--- config.mk ---
export PLATFORM = sky130hd
export DESIGN_NAME = rob_retire_flat
export DESIGN_NICKNAME = d
export VERILOG_FILES = /design/src/verilog/rob_pkg.sv /design/src/verilog/rob_ifs.sv /design/src/verilog/rob_retire.sv /design/src/flat_wrapper.sv
export VERILOG_INCLUDE_DIRS = /design/src
export SDC_FILE = /design/constraint.sdc
export NUM_CORES = 1
export LEC_CHECK = 0
export BUFFER_PORTS_ARGS = -buffer_cell sky130_fd_sc_hd__buf_2
export CORE_MARGIN = 5
export CORE_UTILIZATION = 37
export CTS_CLUSTER_DIAMETER = 80
export CTS_CLUSTER_SIZE = 24
export DETAILED_ROUTE_END_ITERATION = 10
export PLACE_DENSITY_LB_ADDON = 0.2
export SLEW_MARGIN = 0
export SYNTH_ARGS = -nofsm -noshare
export SYNTH_HDL_FRONTEND = slang
export SYNTH_SLANG_ARGS = --single-unit
--- constraint.sdc ---
create_clock -name aclk -period 25 [get_ports aclk]
set_clock_uncertainty 0.2 [all_clocks]
set_input_delay 7.5 -clock aclk [delete_from_list [all_inputs] [get_ports aclk]]
set_output_delay 7.5 -clock aclk [all_outputs]
set_load 0.01 [all_outputs]
--- src/rob_settings.svh ---
`ifndef ROB_SETTINGS_SVH
`define ROB_SETTINGS_SVH

// Reorder window

// Tags in flight
`define ROB_DEPTH 16
// Max beats per read request
`define N_BURSTED 2

// Line memory geometry

// Bits per line
`define LINE_WIDTH 64
// 64 lines
`define LINE_ADDR_WIDTH 6

// Backend banks

// Bank is the low line-address bits
`define N_BANKS 4
// Bank k answers BASE + k * STEP cycles after accept
`define BANK_LAT_BASE 2
`define BANK_LAT_STEP 3

`endif

--- src/verilog/rob_pkg.sv ---
`include "rob_settings.svh"

package rob_pkg;

    // ----------------------------------------
    // Reorder side
    // ----------------------------------------

    // Reorder tag, one per beat in flight
    typedef logic [$clog2(`ROB_DEPTH)-1:0] tag_t;

    // Beats minus one, same meaning as arlen
    typedef logic [$clog2(`N_BURSTED)-1:0] len_t;

    // ----------------------------------------
    // Line format
    // ----------------------------------------

    // Line address into the backend memory
    typedef logic [`LINE_ADDR_WIDTH-1:0] line_addr_t;

    // One memory line
    typedef logic [`LINE_WIDTH-1:0] line_t;

endpackage

--- src/verilog/rob_ifs.sv ---


// Responses to the result stage, no back-pressure
// Free strobe runs the other way toward decode
interface rob_resp_if;
    import rob_pkg::*;

    logic  valid;
    tag_t  tag;
    line_t data;
    logic  free;
    tag_t  free_tag;

    modport source (output valid, tag, data);

    modport retire (
        input  valid, tag, data,
        output free, free_tag
    );

    modport alloc (input free, free_tag);
endinterface

--- src/verilog/rob_retire.sv ---
`timescale 1ns/1ns
`include "rob_settings.svh"

module rob_retire (
    input  logic           aclk,
    input  logic           aresetn,
    rob_resp_if.retire     resp,
    output rob_pkg::line_t r_data,
    output logic           r_valid,
    input  logic           r_ready
);
    import rob_pkg::*;

    // Response landed, waiting for its turn
    logic [`ROB_DEPTH-1:0] done;
    tag_t                  tail;

    // Presented beat
    logic out_valid;
    tag_t out_tag;

    logic  stall;
    tag_t  rd_tag;
    line_t data_ram [`ROB_DEPTH];

    assign stall = out_valid && !r_ready;
    // Hold the presented entry under stall
    assign rd_tag = stall ? out_tag : tail;

    // ----------------------------------------
    // Tail and done bits
    // ----------------------------------------

    always_ff @(posedge aclk) begin
        if (!aresetn) begin
            done      <= '0;
            tail      <= '0;
            out_valid <= 1'b0;
        end else begin
            if (resp.valid) begin
                done[resp.tag] <= 1'b1;
            end
            if (!stall) begin
                if (done[tail]) begin
                    done[tail] <= 1'b0;
                    tail       <= tail + tag_t'(1);
                    out_valid  <= 1'b1;
                end else begin
                    out_valid <= 1'b0;
                end
            end
        end
    end

    always_ff @(posedge aclk) begin
        if (!stall && done[tail]) begin
            out_tag <= tail;
        end
    end

    // ----------------------------------------
    // Tag-indexed data RAM
    // ----------------------------------------

    always_ff @(posedge aclk) begin
        if (resp.valid) begin
            data_ram[resp.tag] <= resp.data;
        end
        // Sync read, lines up with out_valid
        r_data <= data_ram[rd_tag];
    end

    assign r_valid = out_valid;

    // Tag goes back once the line has left
    // so its RAM entry stays put while stalled
    assign resp.free     = out_valid && r_ready;
    assign resp.free_tag = out_tag;

endmodule

--- src/flat_wrapper.sv ---
// flat-port wrapper written by rule: the top's interface ports become plain ports
module rob_retire_flat import rob_pkg::*;
  (aclk, aresetn, r_data, r_valid, r_ready, resp_valid, resp_tag, resp_data, resp_free, resp_free_tag);
  rob_resp_if resp_i ();
  input  logic aclk;
  input  logic aresetn;
  output rob_pkg::line_t r_data;
  output logic r_valid;
  input  logic r_ready;
  input wire logic [$bits(resp_i.valid)-1:0] resp_valid;
  input wire logic [$bits(resp_i.tag)-1:0] resp_tag;
  input wire logic [$bits(resp_i.data)-1:0] resp_data;
  output wire logic [$bits(resp_i.free)-1:0] resp_free;
  output wire logic [$bits(resp_i.free_tag)-1:0] resp_free_tag;
  assign resp_i.valid = resp_valid;
  assign resp_i.tag = resp_tag;
  assign resp_i.data = resp_data;
  assign resp_free = resp_i.free;
  assign resp_free_tag = resp_i.free_tag;
  rob_retire u_core (.aclk(aclk), .aresetn(aresetn), .resp(resp_i), .r_data(r_data), .r_valid(r_valid), .r_ready(r_ready));
endmodule
Word level (Yosys, flattened, before mapping)
Memories as Yosys holds them, arrays and structs flattened. A register that Yosys moved wholly into a read port is not among the register bits.
Cells that the tools add are included.
Widths: inputs -> output; s select.
- flip-flop bits (word level): 25
- bits in writable memories: 1024
- output and inout bits: 70
- memories kept: 1
- $add $sub $neg: 1
- magnitude comparators: 4
- multiplexer cells: 14
- bitwise logic cells: 4
- reduce and logical (&&, ||, !) cells: 8
- memories (memory ; depth ; bits a word ; read ports ; clocked after Yosys merged registers in ; wr ports ; RTL line ; RTL):
    u_core.data_ram ; 16 ; 64 ; 1 ; 1 ; 1 ; rob_retire.sv:24 ; line_t data_ram [`ROB_DEPTH];
- operators with widths (kind ; number):
    $mux 16 ; 4
    $and 16x16->16 ; 1
    $not 16->16 ; 1
    $or 16x16->16 ; 1
    $lt 4x5->1 const B ; 2
    $demux 1 s4 ; 2
    $ge 4x1->1 const B ; 2
    $mux 1 ; 6
    $logic_and 1x1->1 ; 5
    $add 4x1->4 const B ; 1
    $bmux 1 s4 ; 1
    $mux 4 ; 1
    $logic_not 1->1 ; 2
    $reduce_and 2->1 ; 1
    $not 1->1 ; 1

Longest topological paths before layout
- word-level depth: 10
- depth in mapped cells: 9

Least setup slack after synthesis
No wires, ideal clock.
- path kind: input-to-output
- from: input r_ready
- to: output resp_free
- data arrival time: 7665 ps
- required time: 17300 ps
- slack: 9635 ps
- stages: 1
- buffers on the path: 0
- path through: and2_1
- word-level cells in the longest chain between the ends: 1
- RTL lines (what ; RTL line ; RTL):
    from (decl) ; flat_wrapper.sv:9 ; input logic r_ready;
    $logic_and 1x1->1 ; rob_retire.sv:77 ; assign resp.free = out_valid && r_ready;
    to (decl) ; flat_wrapper.sv:13 ; output wire logic [$bits(resp_i.free)-1:0] resp_free;
Every way passes these cells.

Worst setup path after layout
Ends and elaborated chain as after synthesis.

==> reports/qor.txt <==
Post-synthesis cell type count - 45
Hold WS - 0.348 ns
Crit path arrival time - 7.98 ns
RSZ-0062 raised after global routing - no
HPWL Detailed - 59100 um
Max rail drop VDD - 0.0532 mV
Filler cells - 10800
Vias/cell - 5.52
Cells after Synth - 2718
CTS sink count - 1113
Starting density of the core - 37.1%
TritonCTS clock tree - yes
Fin. Hold Viols - 0
Clock Tree Buf Depth - 3
Gr usage total - 17.8%
Number of DRC violations after detailed-routing iteration 0 - 2217
F_max - 63.8 MHz
Fin crit period - 15.68 ns
Clk Latency, worst-skew pair - 0.69 ns
Root Buffer - clkbuf_16
Critical Path Max Stage Delay - 0.18 ns
Critical Path RT - 17.30 ns
Ordered cell list for the critical path - buf_2 -> and2_1 -> buf_2
# rows - 127
Top post-synthesis cells by area - edfxtp_1 (70%), mux2i_1 (10%), a211oi_1 (4.3%)
Via Count - 24500
Area of the multi-input gates - 10500 um2
Routability congestion estimate - 0.742
Top FF cell, synth - edfxtp_1
Slew HR - 18.0%
Power Density - 77.9 nW/um2
Core Region - 119000 um2
Startpoint of the worst hold path - u_core.done[12]
Critical path startpoint - r_ready
I/O Pins - 142
Hold Path Class - register to register
Layout cell share with drive strength beyond 1 - 11.4%
Pins Over Slew Limit - 0
Port bufs - 141
Area Growth Syn to Fin - 9.77%
Leakage power - 17.5 nW
Top-area cell type share of the netlist area - 69.6%
Asr flop ratio synth - 0%
First-pass detailed-route iteration total - 5
Routed wire per std cell - 26.0 um
FF+latch count, synth - 1113
Fin cells - 4444
Num CTS Buffers - 57
PostCTS Resize Cnt - 0
Ys Warns - 0
Critical path class - primary input to primary output
Netlist Area Pre-Place - 44300 um2
Worst path most repeated cell - buf_2
Number of buffers added for setup after CTS - 0
Synthesized Nets - 2794
Placed Instances - 4331
Final setup fails - 0
DRC Markers - 0
H-tree levels - 2
Die Span Y - 356 um
Total congestion overflow - 0
Max cap viols - 0
Period utilisation layout - 62.7%
Clock slew at reported path FFs - 0.09 ns
Register area share after synthesis - 73.5%
R2r startpoint - u_core.resp.free_tag[0]
Initial antenna violation count - 19
Largest net degree at the start of global routing - 125
Register Area - 32600 um2
Layout Nets - 2854
Vias in the first global route - 25000
Number of synthesized flops with an enable pin - 1028
Chip Width - 356 um
Worst slew pin tran - 1.23 ns
CP Capture Type - primary output
ANT nets after route - 0
Die area - 127000 um2
TNS Setup - 0 ns
Worst-path fanout max - 7
Post-synthesis area per instance - 16.3 um2
Hold Buf Count CTS - 0
Slowest-stage cell, CP - buf_2
Status - completed
CP startpoint kind - primary input
Routed WL - 116000 um
Largest area contributor in the netlist - edfxtp_1
First-pass GRT wire length - 168000 um
worst paths after layout:
check	end	slack (ns)	depth (start not counted)
max	resp_free	9.32	3
max reg2reg	u_core.r_data[33]	19.66	9
min	u_core.done[12]	0.35	2
min reg2reg	u_core.done[12]	0.35	2
cells in the final DEF (no fill, tap or decap), drive strengths merged, types with 3 or more instances in the layout:
cell / instances
a211oi: 255
inv: 137
clkinv: 6
nand2b: 3
clkbuf: 92
buf: 200
diode: 8
o21ai: 17
nand3: 6
nor3: 71
mux2i: 460
a21oi: 19
o221ai: 128
dfxtp: 85
a2111oi: 64
edfxtp: 1028
nand2: 10
a31oi: 7
a22o: 64
ha: 4
nor2: 146
metal layers:
metal,share of wire (%),GRT usage (%),vias up
met4,1.7,3.66,10
met2,48,29.7,653
met3,5.8,3.06,147
li1,-,-,11000
met1,44,24.7,12800
met5,0.058,0,-
through the flow:
stage / utilization (%) / power (mW) / instance area (um2) / setup slack [ns]
6_report: 40.7 / 3.79 / 48700 / 9.32
5_1_grt: 40.7 / 3.95 / 48700 / 9.29
4_1_cts: 40.7 / 3.84 / 48600 / 9.32
3_5_place_dp: 39.1 / 2.76 / 46800 / 9.32
3_3_place_gp: 39.1 / 2.75 / 46800 / 9.31
2_1_floorplan: - / 2.56 / 44300 / 9.64
state kept, by name, summed over array words and instances, names as in the netlist:
| name | cells |
|---|---|
| u_core.r_valid | 1 |
| u_core.r_data | 64 |
| u_core.resp.free_tag | 4 |
| u_core.data_ram | 1024 |
| u_core.tail | 4 |
| u_core.done | 16 |
power breakdown:
group          total [mW]  switching [mW]  internal [mW]
Clock                1.08           0.592          0.491
Combinational       0.569           0.350          0.219
Sequential           2.14          0.0365           2.10
critical path: cells and delay by family:
| kind | cells | cell delay (ns) |
|---|---|---|
| buf+inv | 2 | 0.32 |
| simple gates | 1 | 0.16 |
final cells by class:
| type | instances | area share (%) |
|---|---|---|
| Antenna cell | 8 | 0.0411 |
| Clock buffer | 92 | 3.42 |
| Clock inverter | 13 | 0.435 |
| Inverter | 132 | 1.02 |
| Multi-Input combinational cell | 1274 | 21.6 |
| Sequential cell | 1113 | 66.9 |
| Tap cell | 1612 | 4.14 |
| Timing Repair Buffer | 200 | 2.39 |
Yosys cell counts, drive strengths merged, types with 2 or more instances:
library cell / number
nand4: 2
nor3: 71
clkbuf: 94
dfxtp: 85
mux2i: 460
a22o: 64
a21o: 2
edfxtp: 1028
o21ai: 17
a31oi: 7
nand2: 10
a2111oi: 64
a211oi: 255
nor2: 146
nor2b: 2
nand3: 6
nand2b: 3
ha: 4
a21oi: 19
buf: 105
inv: 132
o221ai: 128
nand3b: 2
logic make-up after synthesis:
logic type	synth area share, %
simple gates	2.50
flops	73.5
buf+inv	3.28
fa+ha+maj	0.113
compound gates	10.2
mux	10.4
Power figures use the tool's default switching activity.
