--- src/rob_settings.svh ---
`ifndef ROB_SETTINGS_SVH
`define ROB_SETTINGS_SVH

// Reorder window

// Tags in flight
`define ROB_DEPTH 16
// Max beats per read request
`define N_BURSTED 2

// Line memory geometry

// Bits per line
`define LINE_WIDTH 64
// 64 lines
`define LINE_ADDR_WIDTH 6

// Backend banks

// Bank is the low line-address bits
`define N_BANKS 4
// Bank k answers BASE + k * STEP cycles after accept
`define BANK_LAT_BASE 2
`define BANK_LAT_STEP 3

`endif

--- src/verilog/rob_pkg.sv ---
`include "rob_settings.svh"

package rob_pkg;

    // ----------------------------------------
    // Reorder side
    // ----------------------------------------

    // Reorder tag, one per beat in flight
    typedef logic [$clog2(`ROB_DEPTH)-1:0] tag_t;

    // Beats minus one, same meaning as arlen
    typedef logic [$clog2(`N_BURSTED)-1:0] len_t;

    // ----------------------------------------
    // Line format
    // ----------------------------------------

    // Line address into the backend memory
    typedef logic [`LINE_ADDR_WIDTH-1:0] line_addr_t;

    // One memory line
    typedef logic [`LINE_WIDTH-1:0] line_t;

endpackage

--- src/verilog/rob_ifs.sv ---
`timescale 1ns/1ns

// Beat issue from decode to the backend
// One beat per valid/ready transfer
interface rob_issue_if;
    import rob_pkg::*;

    logic       valid;
    logic       ready;
    tag_t       tag;
    line_addr_t addr;

    modport source (
        output valid, tag, addr,
        input  ready
    );

    modport sink (
        input  valid, tag, addr,
        output ready
    );
endinterface

// Responses to the result stage, no back-pressure
// Free strobe runs the other way toward decode
interface rob_resp_if;
    import rob_pkg::*;

    logic  valid;
    tag_t  tag;
    line_t data;
    logic  free;
    tag_t  free_tag;

    modport source (output valid, tag, data);

    modport retire (
        input  valid, tag, data,
        output free, free_tag
    );

    modport alloc (input free, free_tag);
endinterface

--- src/verilog/rob_tag_alloc.sv ---
`timescale 1ns/1ns
`include "rob_settings.svh"

module rob_tag_alloc (
    input  logic                aclk,
    input  logic                aresetn,
    input  rob_pkg::line_addr_t ar_addr,
    input  rob_pkg::len_t       ar_len,
    input  logic                ar_valid,
    output logic                ar_ready,
    rob_issue_if.source         issue,
    rob_resp_if.alloc           resp
);
    import rob_pkg::*;

    // Tag occupancy and next tag to hand out
    logic [`ROB_DEPTH-1:0] occ;
    tag_t                  head;

    // Issue register toward the backend
    logic       iss_valid;
    tag_t       iss_tag;
    line_addr_t iss_addr;

    // Second beat waiting in the splitter
    logic       pend;
    tag_t       pend_tag;
    line_addr_t pend_addr;

    logic tags_free;
    logic slot_free;
    logic ar_fire;

    // ----------------------------------------
    // Issue check
    // ----------------------------------------

    always_comb begin
        tags_free = 1'b1;
        // Every tag from head up to head + ar_len
        for (int i = 0; i < `N_BURSTED; i++) begin
            if (i <= int'(ar_len) && occ[head + tag_t'(i)]) begin
                tags_free = 1'b0;
            end
        end
    end

    // Issue register empties this cycle or is already empty
    assign slot_free = !iss_valid || issue.ready;
    // Ready only toward an offered request
    assign ar_ready  = ar_valid && tags_free && !pend && slot_free;
    assign ar_fire   = ar_valid && ar_ready;

    // ----------------------------------------
    // Occupancy, head and splitter
    // ----------------------------------------

    always_ff @(posedge aclk) begin
        if (!aresetn) begin
            occ       <= '0;
            head      <= '0;
            iss_valid <= 1'b0;
            pend      <= 1'b0;
        end else begin
            // Retired and delivered tag
            if (resp.free) begin
                occ[resp.free_tag] <= 1'b0;
            end
            if (ar_fire) begin
                for (int i = 0; i < `N_BURSTED; i++) begin
                    if (i <= int'(ar_len)) begin
                        occ[head + tag_t'(i)] <= 1'b1;
                    end
                end
                head      <= head + tag_t'(ar_len) + tag_t'(1);
                iss_valid <= 1'b1;
                pend      <= (ar_len != '0);
            end else if (pend && slot_free) begin
                // Beat 1 of a two-beat request
                iss_valid <= 1'b1;
                pend      <= 1'b0;
            end else if (slot_free) begin
                iss_valid <= 1'b0;
            end
        end
    end

    always_ff @(posedge aclk) begin
        if (ar_fire) begin
            iss_tag   <= head;
            iss_addr  <= ar_addr;
            pend_tag  <= head + tag_t'(1);
            pend_addr <= ar_addr + line_addr_t'(1);
        end else if (pend && slot_free) begin
            iss_tag  <= pend_tag;
            iss_addr <= pend_addr;
        end
    end

    assign issue.valid = iss_valid;
    assign issue.tag   = iss_tag;
    assign issue.addr  = iss_addr;

endmodule

--- src/flat_wrapper.sv ---
// flat-port wrapper written by rule: the top's interface ports become plain ports
module rob_tag_alloc_flat import rob_pkg::*;
  (aclk, aresetn, ar_addr, ar_len, ar_valid, ar_ready, issue_valid, issue_tag, issue_addr, issue_ready, resp_free, resp_free_tag);
  rob_issue_if issue_i ();
  rob_resp_if resp_i ();
  input  logic aclk;
  input  logic aresetn;
  input  rob_pkg::line_addr_t ar_addr;
  input  rob_pkg::len_t ar_len;
  input  logic ar_valid;
  output logic ar_ready;
  output wire logic [$bits(issue_i.valid)-1:0] issue_valid;
  output wire logic [$bits(issue_i.tag)-1:0] issue_tag;
  output wire logic [$bits(issue_i.addr)-1:0] issue_addr;
  input wire logic [$bits(issue_i.ready)-1:0] issue_ready;
  input wire logic [$bits(resp_i.free)-1:0] resp_free;
  input wire logic [$bits(resp_i.free_tag)-1:0] resp_free_tag;
  assign issue_valid = issue_i.valid;
  assign issue_tag = issue_i.tag;
  assign issue_addr = issue_i.addr;
  assign issue_i.ready = issue_ready;
  assign resp_i.free = resp_free;
  assign resp_i.free_tag = resp_free_tag;
  rob_tag_alloc u_core (.aclk(aclk), .aresetn(aresetn), .ar_addr(ar_addr), .ar_len(ar_len), .ar_valid(ar_valid), .ar_ready(ar_ready), .issue(issue_i), .resp(resp_i));
endmodule
--- config.mk ---
export PLATFORM = sky130hd
export DESIGN_NAME = rob_tag_alloc_flat
export DESIGN_NICKNAME = d
export VERILOG_FILES = /design/src/verilog/rob_pkg.sv /design/src/verilog/rob_ifs.sv /design/src/verilog/rob_tag_alloc.sv /design/src/flat_wrapper.sv
export VERILOG_INCLUDE_DIRS = /design/src
export SDC_FILE = /design/constraint.sdc
export NUM_CORES = 1
export LEC_CHECK = 0
export ABC_AREA = 1
export BUFFER_PORTS_ARGS = -buffer_cell sky130_fd_sc_hd__buf_2
export CAP_MARGIN = 15
export CORE_UTILIZATION = 45
export CTS_BUF_LIST = sky130_fd_sc_hd__clkbuf_8
export CTS_CLUSTER_DIAMETER = 100
export DETAILED_ROUTE_END_ITERATION = 12
export GPL_ROUTABILITY_DRIVEN = 0
export SYNTH_ARGS = -nofsm -noshare
export SYNTH_HDL_FRONTEND = slang
export SYNTH_SLANG_ARGS = --single-unit
--- constraint.sdc ---
create_clock -name aclk -period 3.1 [get_ports aclk]
set_input_delay 0.62 -clock aclk [delete_from_list [all_inputs] [get_ports aclk]]
set_output_delay 0.62 -clock aclk [all_outputs]
set_load 0.05 [all_outputs]
* After elaboration in Yosys (flattened, before gate mapping)
Cells that the tools add are included.
Word-level totals: register bits 42, logic and storage cells 64
Cells by class: $add $sub $neg 4, order comparisons 7, mux-type cells 27, bitwise logic cells 4, reductions and logical operators 14
Operators by type and width (count):
- 16-bit two-way mux | 6
- 16-bit bitwise OR | 2
- 16-bit AND | 1
- 16-bit NOT | 1
- 4-bit by 5-bit < comparator with 1-bit output, second input constant | 3
- 1-bit demux with 4-bit select | 3
- 4-bit by 1-bit greater-or-equal comparator with 1-bit output, second input constant | 3
- 1-bit two-way mux | 12
- 6-bit two-way mux | 2
- 1-bit logical AND | 9
- 4-bit by 1-bit adder with 4-bit output, second input constant | 2
- 1-bit binary-select mux with 4-bit select | 2
- 4-bit two-way mux | 2
- 6-bit by 1-bit adder with 6-bit output, second input constant | 1
- 4-bit by 1-bit adder with 4-bit output | 1
- 3-bit nonzero test | 1
- 1-bit zero test | 2
- 2-bit nonzero test | 1
- 1-bit less-or-equal comparator, first input constant | 1
- 1-bit logical OR | 1

* Depth between registers and ports, before layout
depth in word-level cells 14, gate-level depth with buffers 13, mapped depth without buffers 12

* Worst setup path after synthesis
Ideal clock, no wire load.
kind register to output, start point register u_core.head[0], end point output ar_ready, arrival time 1.995 ns, slack 0.485 ns, stages on the path, launching flop included 13, path buffers 2, path through dfxtp_1 inv_2 buf_6 ha_1 inv_1 nand3_1 nand3_1 nand3_1 nand2_2 nand2_4 nand2_4 buf_6 inv_1
On the way: longest elaborated chain between the ends 8, elaborated cells on any way between the ends 11, those cells by class add/sub: 1; mux: 6; reduce/logical: 4
Ends and longest elaborated chain:
- start: declaration | RTL line rob_tag_alloc.sv:18 | tag_t head;
- start signal: assignment | RTL line rob_tag_alloc.sv:75 | head <= head + tag_t'(ar_len) + tag_t'(1);
- 4-bit by 1-bit adder with 4-bit output | RTL line rob_tag_alloc.sv:42 | if (i <= int'(ar_len) && occ[head + tag_t'(i)]) begin
- 1-bit binary-select mux with 4-bit select | RTL line rob_tag_alloc.sv:42
- 1-bit two-way mux (implied by the code) | RTL line rob_tag_alloc.sv:42
- 1-bit logical AND | RTL line rob_tag_alloc.sv:42
- 1-bit two-way mux * | RTL line rob_tag_alloc.sv:42
- 1-bit logical AND * (3 in series) | RTL line rob_tag_alloc.sv:51 | assign ar_ready = ar_valid && tags_free && !pend && slot_free;
- end: declaration | RTL line flat_wrapper.sv:11 | output logic ar_ready;
Mark *: on every way between the ends. The rest lies on a longest branch, timed or not. The select of a mux whose other input is x is not followed.

* Final worst setup path
start point register u_core.head[1], end point output ar_ready
The elaborated chain is that of the path after synthesis.

==> results.json <==
{
  "grt_pass1_vias": 1965,
  "start_util": 0.467,
  "p_clk_frac": 0.136,
  "avgSynthCellArea_um2": 7.84,
  "synth-compound-area-share": 0.152,
  "grt_max_degree": 22,
  "drt-pass1-iter-count": 4,
  "post-place-cells": 418,
  "fin_crit_ns": 2.82,
  "cts_made_buffers": 5,
  "synth_top_family_by_area": "simple AND/OR/NAND/NOR gates",
  "netlist_instances": 326,
  "drtIter0Drc": 222,
  "ios": 28,
  "root_buffer": "clkbuf_8",
  "crit_path_start_kind": "register",
  "fin_crit_sh": 0.910,
  "path_clk_slew_ns": 0.07,
  "ys.warnings.count": 0,
  "outcome": "finished clean",
  "drv_slew": 0,
  "cts_sinks": 42,
  "power.density_nw_per_um2": 900,
  "grt_pass1_wl_um": 9590,
  "power_frac_seq": 0.352,
  "synth_commonest_cells": "nand2_1, inv_1, nand3_1, dfxtp_1, edfxtp_1",
  "critPathCaptureType": "output pin",
  "p_comb_frac": 0.513,
  "p_leak_nw": 1.19,
  "die_w_um": 77.4,
  "synthSimpleGateAreaFrac": 0.253,
  "cts_buffer_depth": 2,
  "worstSkewPairLatency_ns": 0.30,
  "yosysSeqAreaShare": 0.407,
  "vdd_drop_max_v": 0.000483,
  "drc_errors": 0,
  "tightest_slew_ns": 0.713,
  "synth_area_leaders": "edfxtp_1, dfxtp_1, nand2_1",
  "path_class": "reg -> out",
  "routed_wl_um": 5720,
  "vias": 2162,
  "ant_nets": 0,
  "hold_viol_final": 0,
  "crit_arrival_ns": 2.20,
  "die-area_um2": 5980,
  "die_y_um": 77.4,
  "power_mw": 2.51,
  "min_path_type": "reg -> reg",
  "relSlewSlack": 0.524,
  "ys_async_sr_fraction": 0,
  "synth_area_um2": 2550,
  "intPower_mw": 1.32,
  "synth_top_area_frac": 0.235,
  "diodes": 0,
  "final_util": 0.510,
  "nets": 376,
  "synth_largest_area_cell": "edfxtp_1",
  "cts_tree": "yes",
  "ys.flop_type": "dfxtp_1",
  "grt_overflow": 0,
  "synth_edf_count": 20,
  "grt_use_total": 0.205,
  "rsz0062_at_grt": "false",
  "cp.required_ns": 2.48,
  "ys_ff_latch": 42,
  "synth_xor_xnor_area_share": 0.0333,
  "cts_max_level": 2,
  "synth_most_common_cell": "nand2_1",
  "coreArea_um2": 5470,
  "rows": 27,
  "cts_setup_buffers": 0,
  "antenna_found_initial": 0,
  "synth_mux_area_frac": 0,
  "clock_skew_ns": 0.00853,
  "portBuffers": 27,
  "num-fill-cells": 559,
  "cts_resized": 0,
  "fmax_ghz": 0.354,
  "cts_hold_buffers": 0,
  "netSwitchingPower_mw": 1.19,
  "p_sw_frac": 0.474,
  "dp_hpwl_um": 4310,
  "cp_max_fo": 13,
  "vias_per_cell": 5.08,
  "synthDistinctLibCells": 31,
  "synthAdderAreaFrac": 0.0343,
  "drt-wirelength-per-cell_um": 13.4,
  "area_growth_pct": 9.30,
  "setup_viol": 0,
  "cap_violations": 0,
  "layoutNonFillerInstCount": 426,
  "syn-num-nets": 349,
  "finalSetupTns_ns": 0,
  "drive_above_1_share": 0.186
}
==> critical path, stage by stage, from the launching register on <==
cell and delay, ns:
dfxtp_1 0.36, inv_1 0.14, ha_1 0.44, inv_1 0.12, nand3_1 0.10, nand3_1 0.08
nand3_1 0.10, nand2_2 0.07, nand2_4 0.06, nand2_4 0.11, inv_1 0.07, buf_2 0.25
==> path summary, 6_finish.rpt <==
kind	endpoint	slack [ns]	cells after the start	from
min reg2reg	u_core.occ[1]	0.48	2	u_core.occ[1]
max	ar_ready	0.28	11	u_core.head[1]
min	u_core.occ[1]	0.48	2	u_core.occ[1]
max reg2reg	u_core.issue.addr[0]	0.61	11	u_core.head[1]
==> logic make-up after synthesis <==
logic type                 Yosys count
AOI/OAI and AO/OA                   65
adders and majority gates            7
DFF                                 42
xor gates and xnor gates             8
buffers and inverters               63
and+or+nand+nor                    141
==> registers in the layout, indices dropped and copies added, names as in the netlist <==
signal              flops
u_core.pend_tag         4
u_core.issue.tag        4
u_core.pend_addr        6
u_core.issue.valid      1
u_core.issue.addr       6
u_core.head             4
u_core.pend             1
u_core.occ             16
==> per-stage QoR <==
| stage | area [um^2] | hold WS (ns) | setup WS, ns |
|---|---|---|---|
| finish | 2790 | 0.481 | 0.278 |
| global route | 2790 | 0.507 | 0.0931 |
| CTS | 2790 | 0.478 | 0.257 |
| global placement | 2710 | 0.464 | 0.662 |
| detailed placement | 2710 | 0.466 | 0.584 |
| floorplan | 2550 | 0.454 | 0.485 |
==> final cells by class <==
type                       instances  area [um^2]  share of cell area
clock buffer                       5         68.8              0.0246
clock inverter                     3         16.3             0.00582
inverter                          50          189              0.0677
multi-input combinational        221         1210               0.432
sequential                        42         1040               0.373
tap                               72         90.1              0.0323
timing repair buffer              33          180              0.0645
==> power by group through the flow <==
| stage | combinational [mW] | clock (mW) | sequential [mW] |
|---|---|---|---|
| 5_1_grt | 1.42 | 0.376 | 0.904 |
| 4_1_cts | 1.29 | 0.354 | 0.885 |
| 6_report | 1.29 | 0.341 | 0.884 |
| 3_3_place_gp | 1.29 | 0 | 0.895 |
| 3_5_place_dp | 1.29 | 0 | 0.897 |
| 2_1_floorplan | 0.823 | 0 | 1.16 |
==> per-layer routing <==
metal  vias to the layer above  global-route usage  routed length [um]
met5                         -                   0                   0
met4                         0              0.0679                  63
met3                         6              0.0329                 194
met2                        41               0.319                2670
met1                       982               0.287                2790
li1                       1133                   -                   -
==> layout by cell type, fill, tap and decap left out, types with 7 or more instances in the layout <==
cell      count
buf_2        27
nand2_1      70
dfxtp_1      22
o21ai_0      17
nor2_1       15
o22ai_1      16
a21oi_1      18
inv_1        47
nand3_1      43
o21ai_2       9
ha_1          7
edfxtp_1     20
No activity file was read; power rests on OpenSTA's default activity.
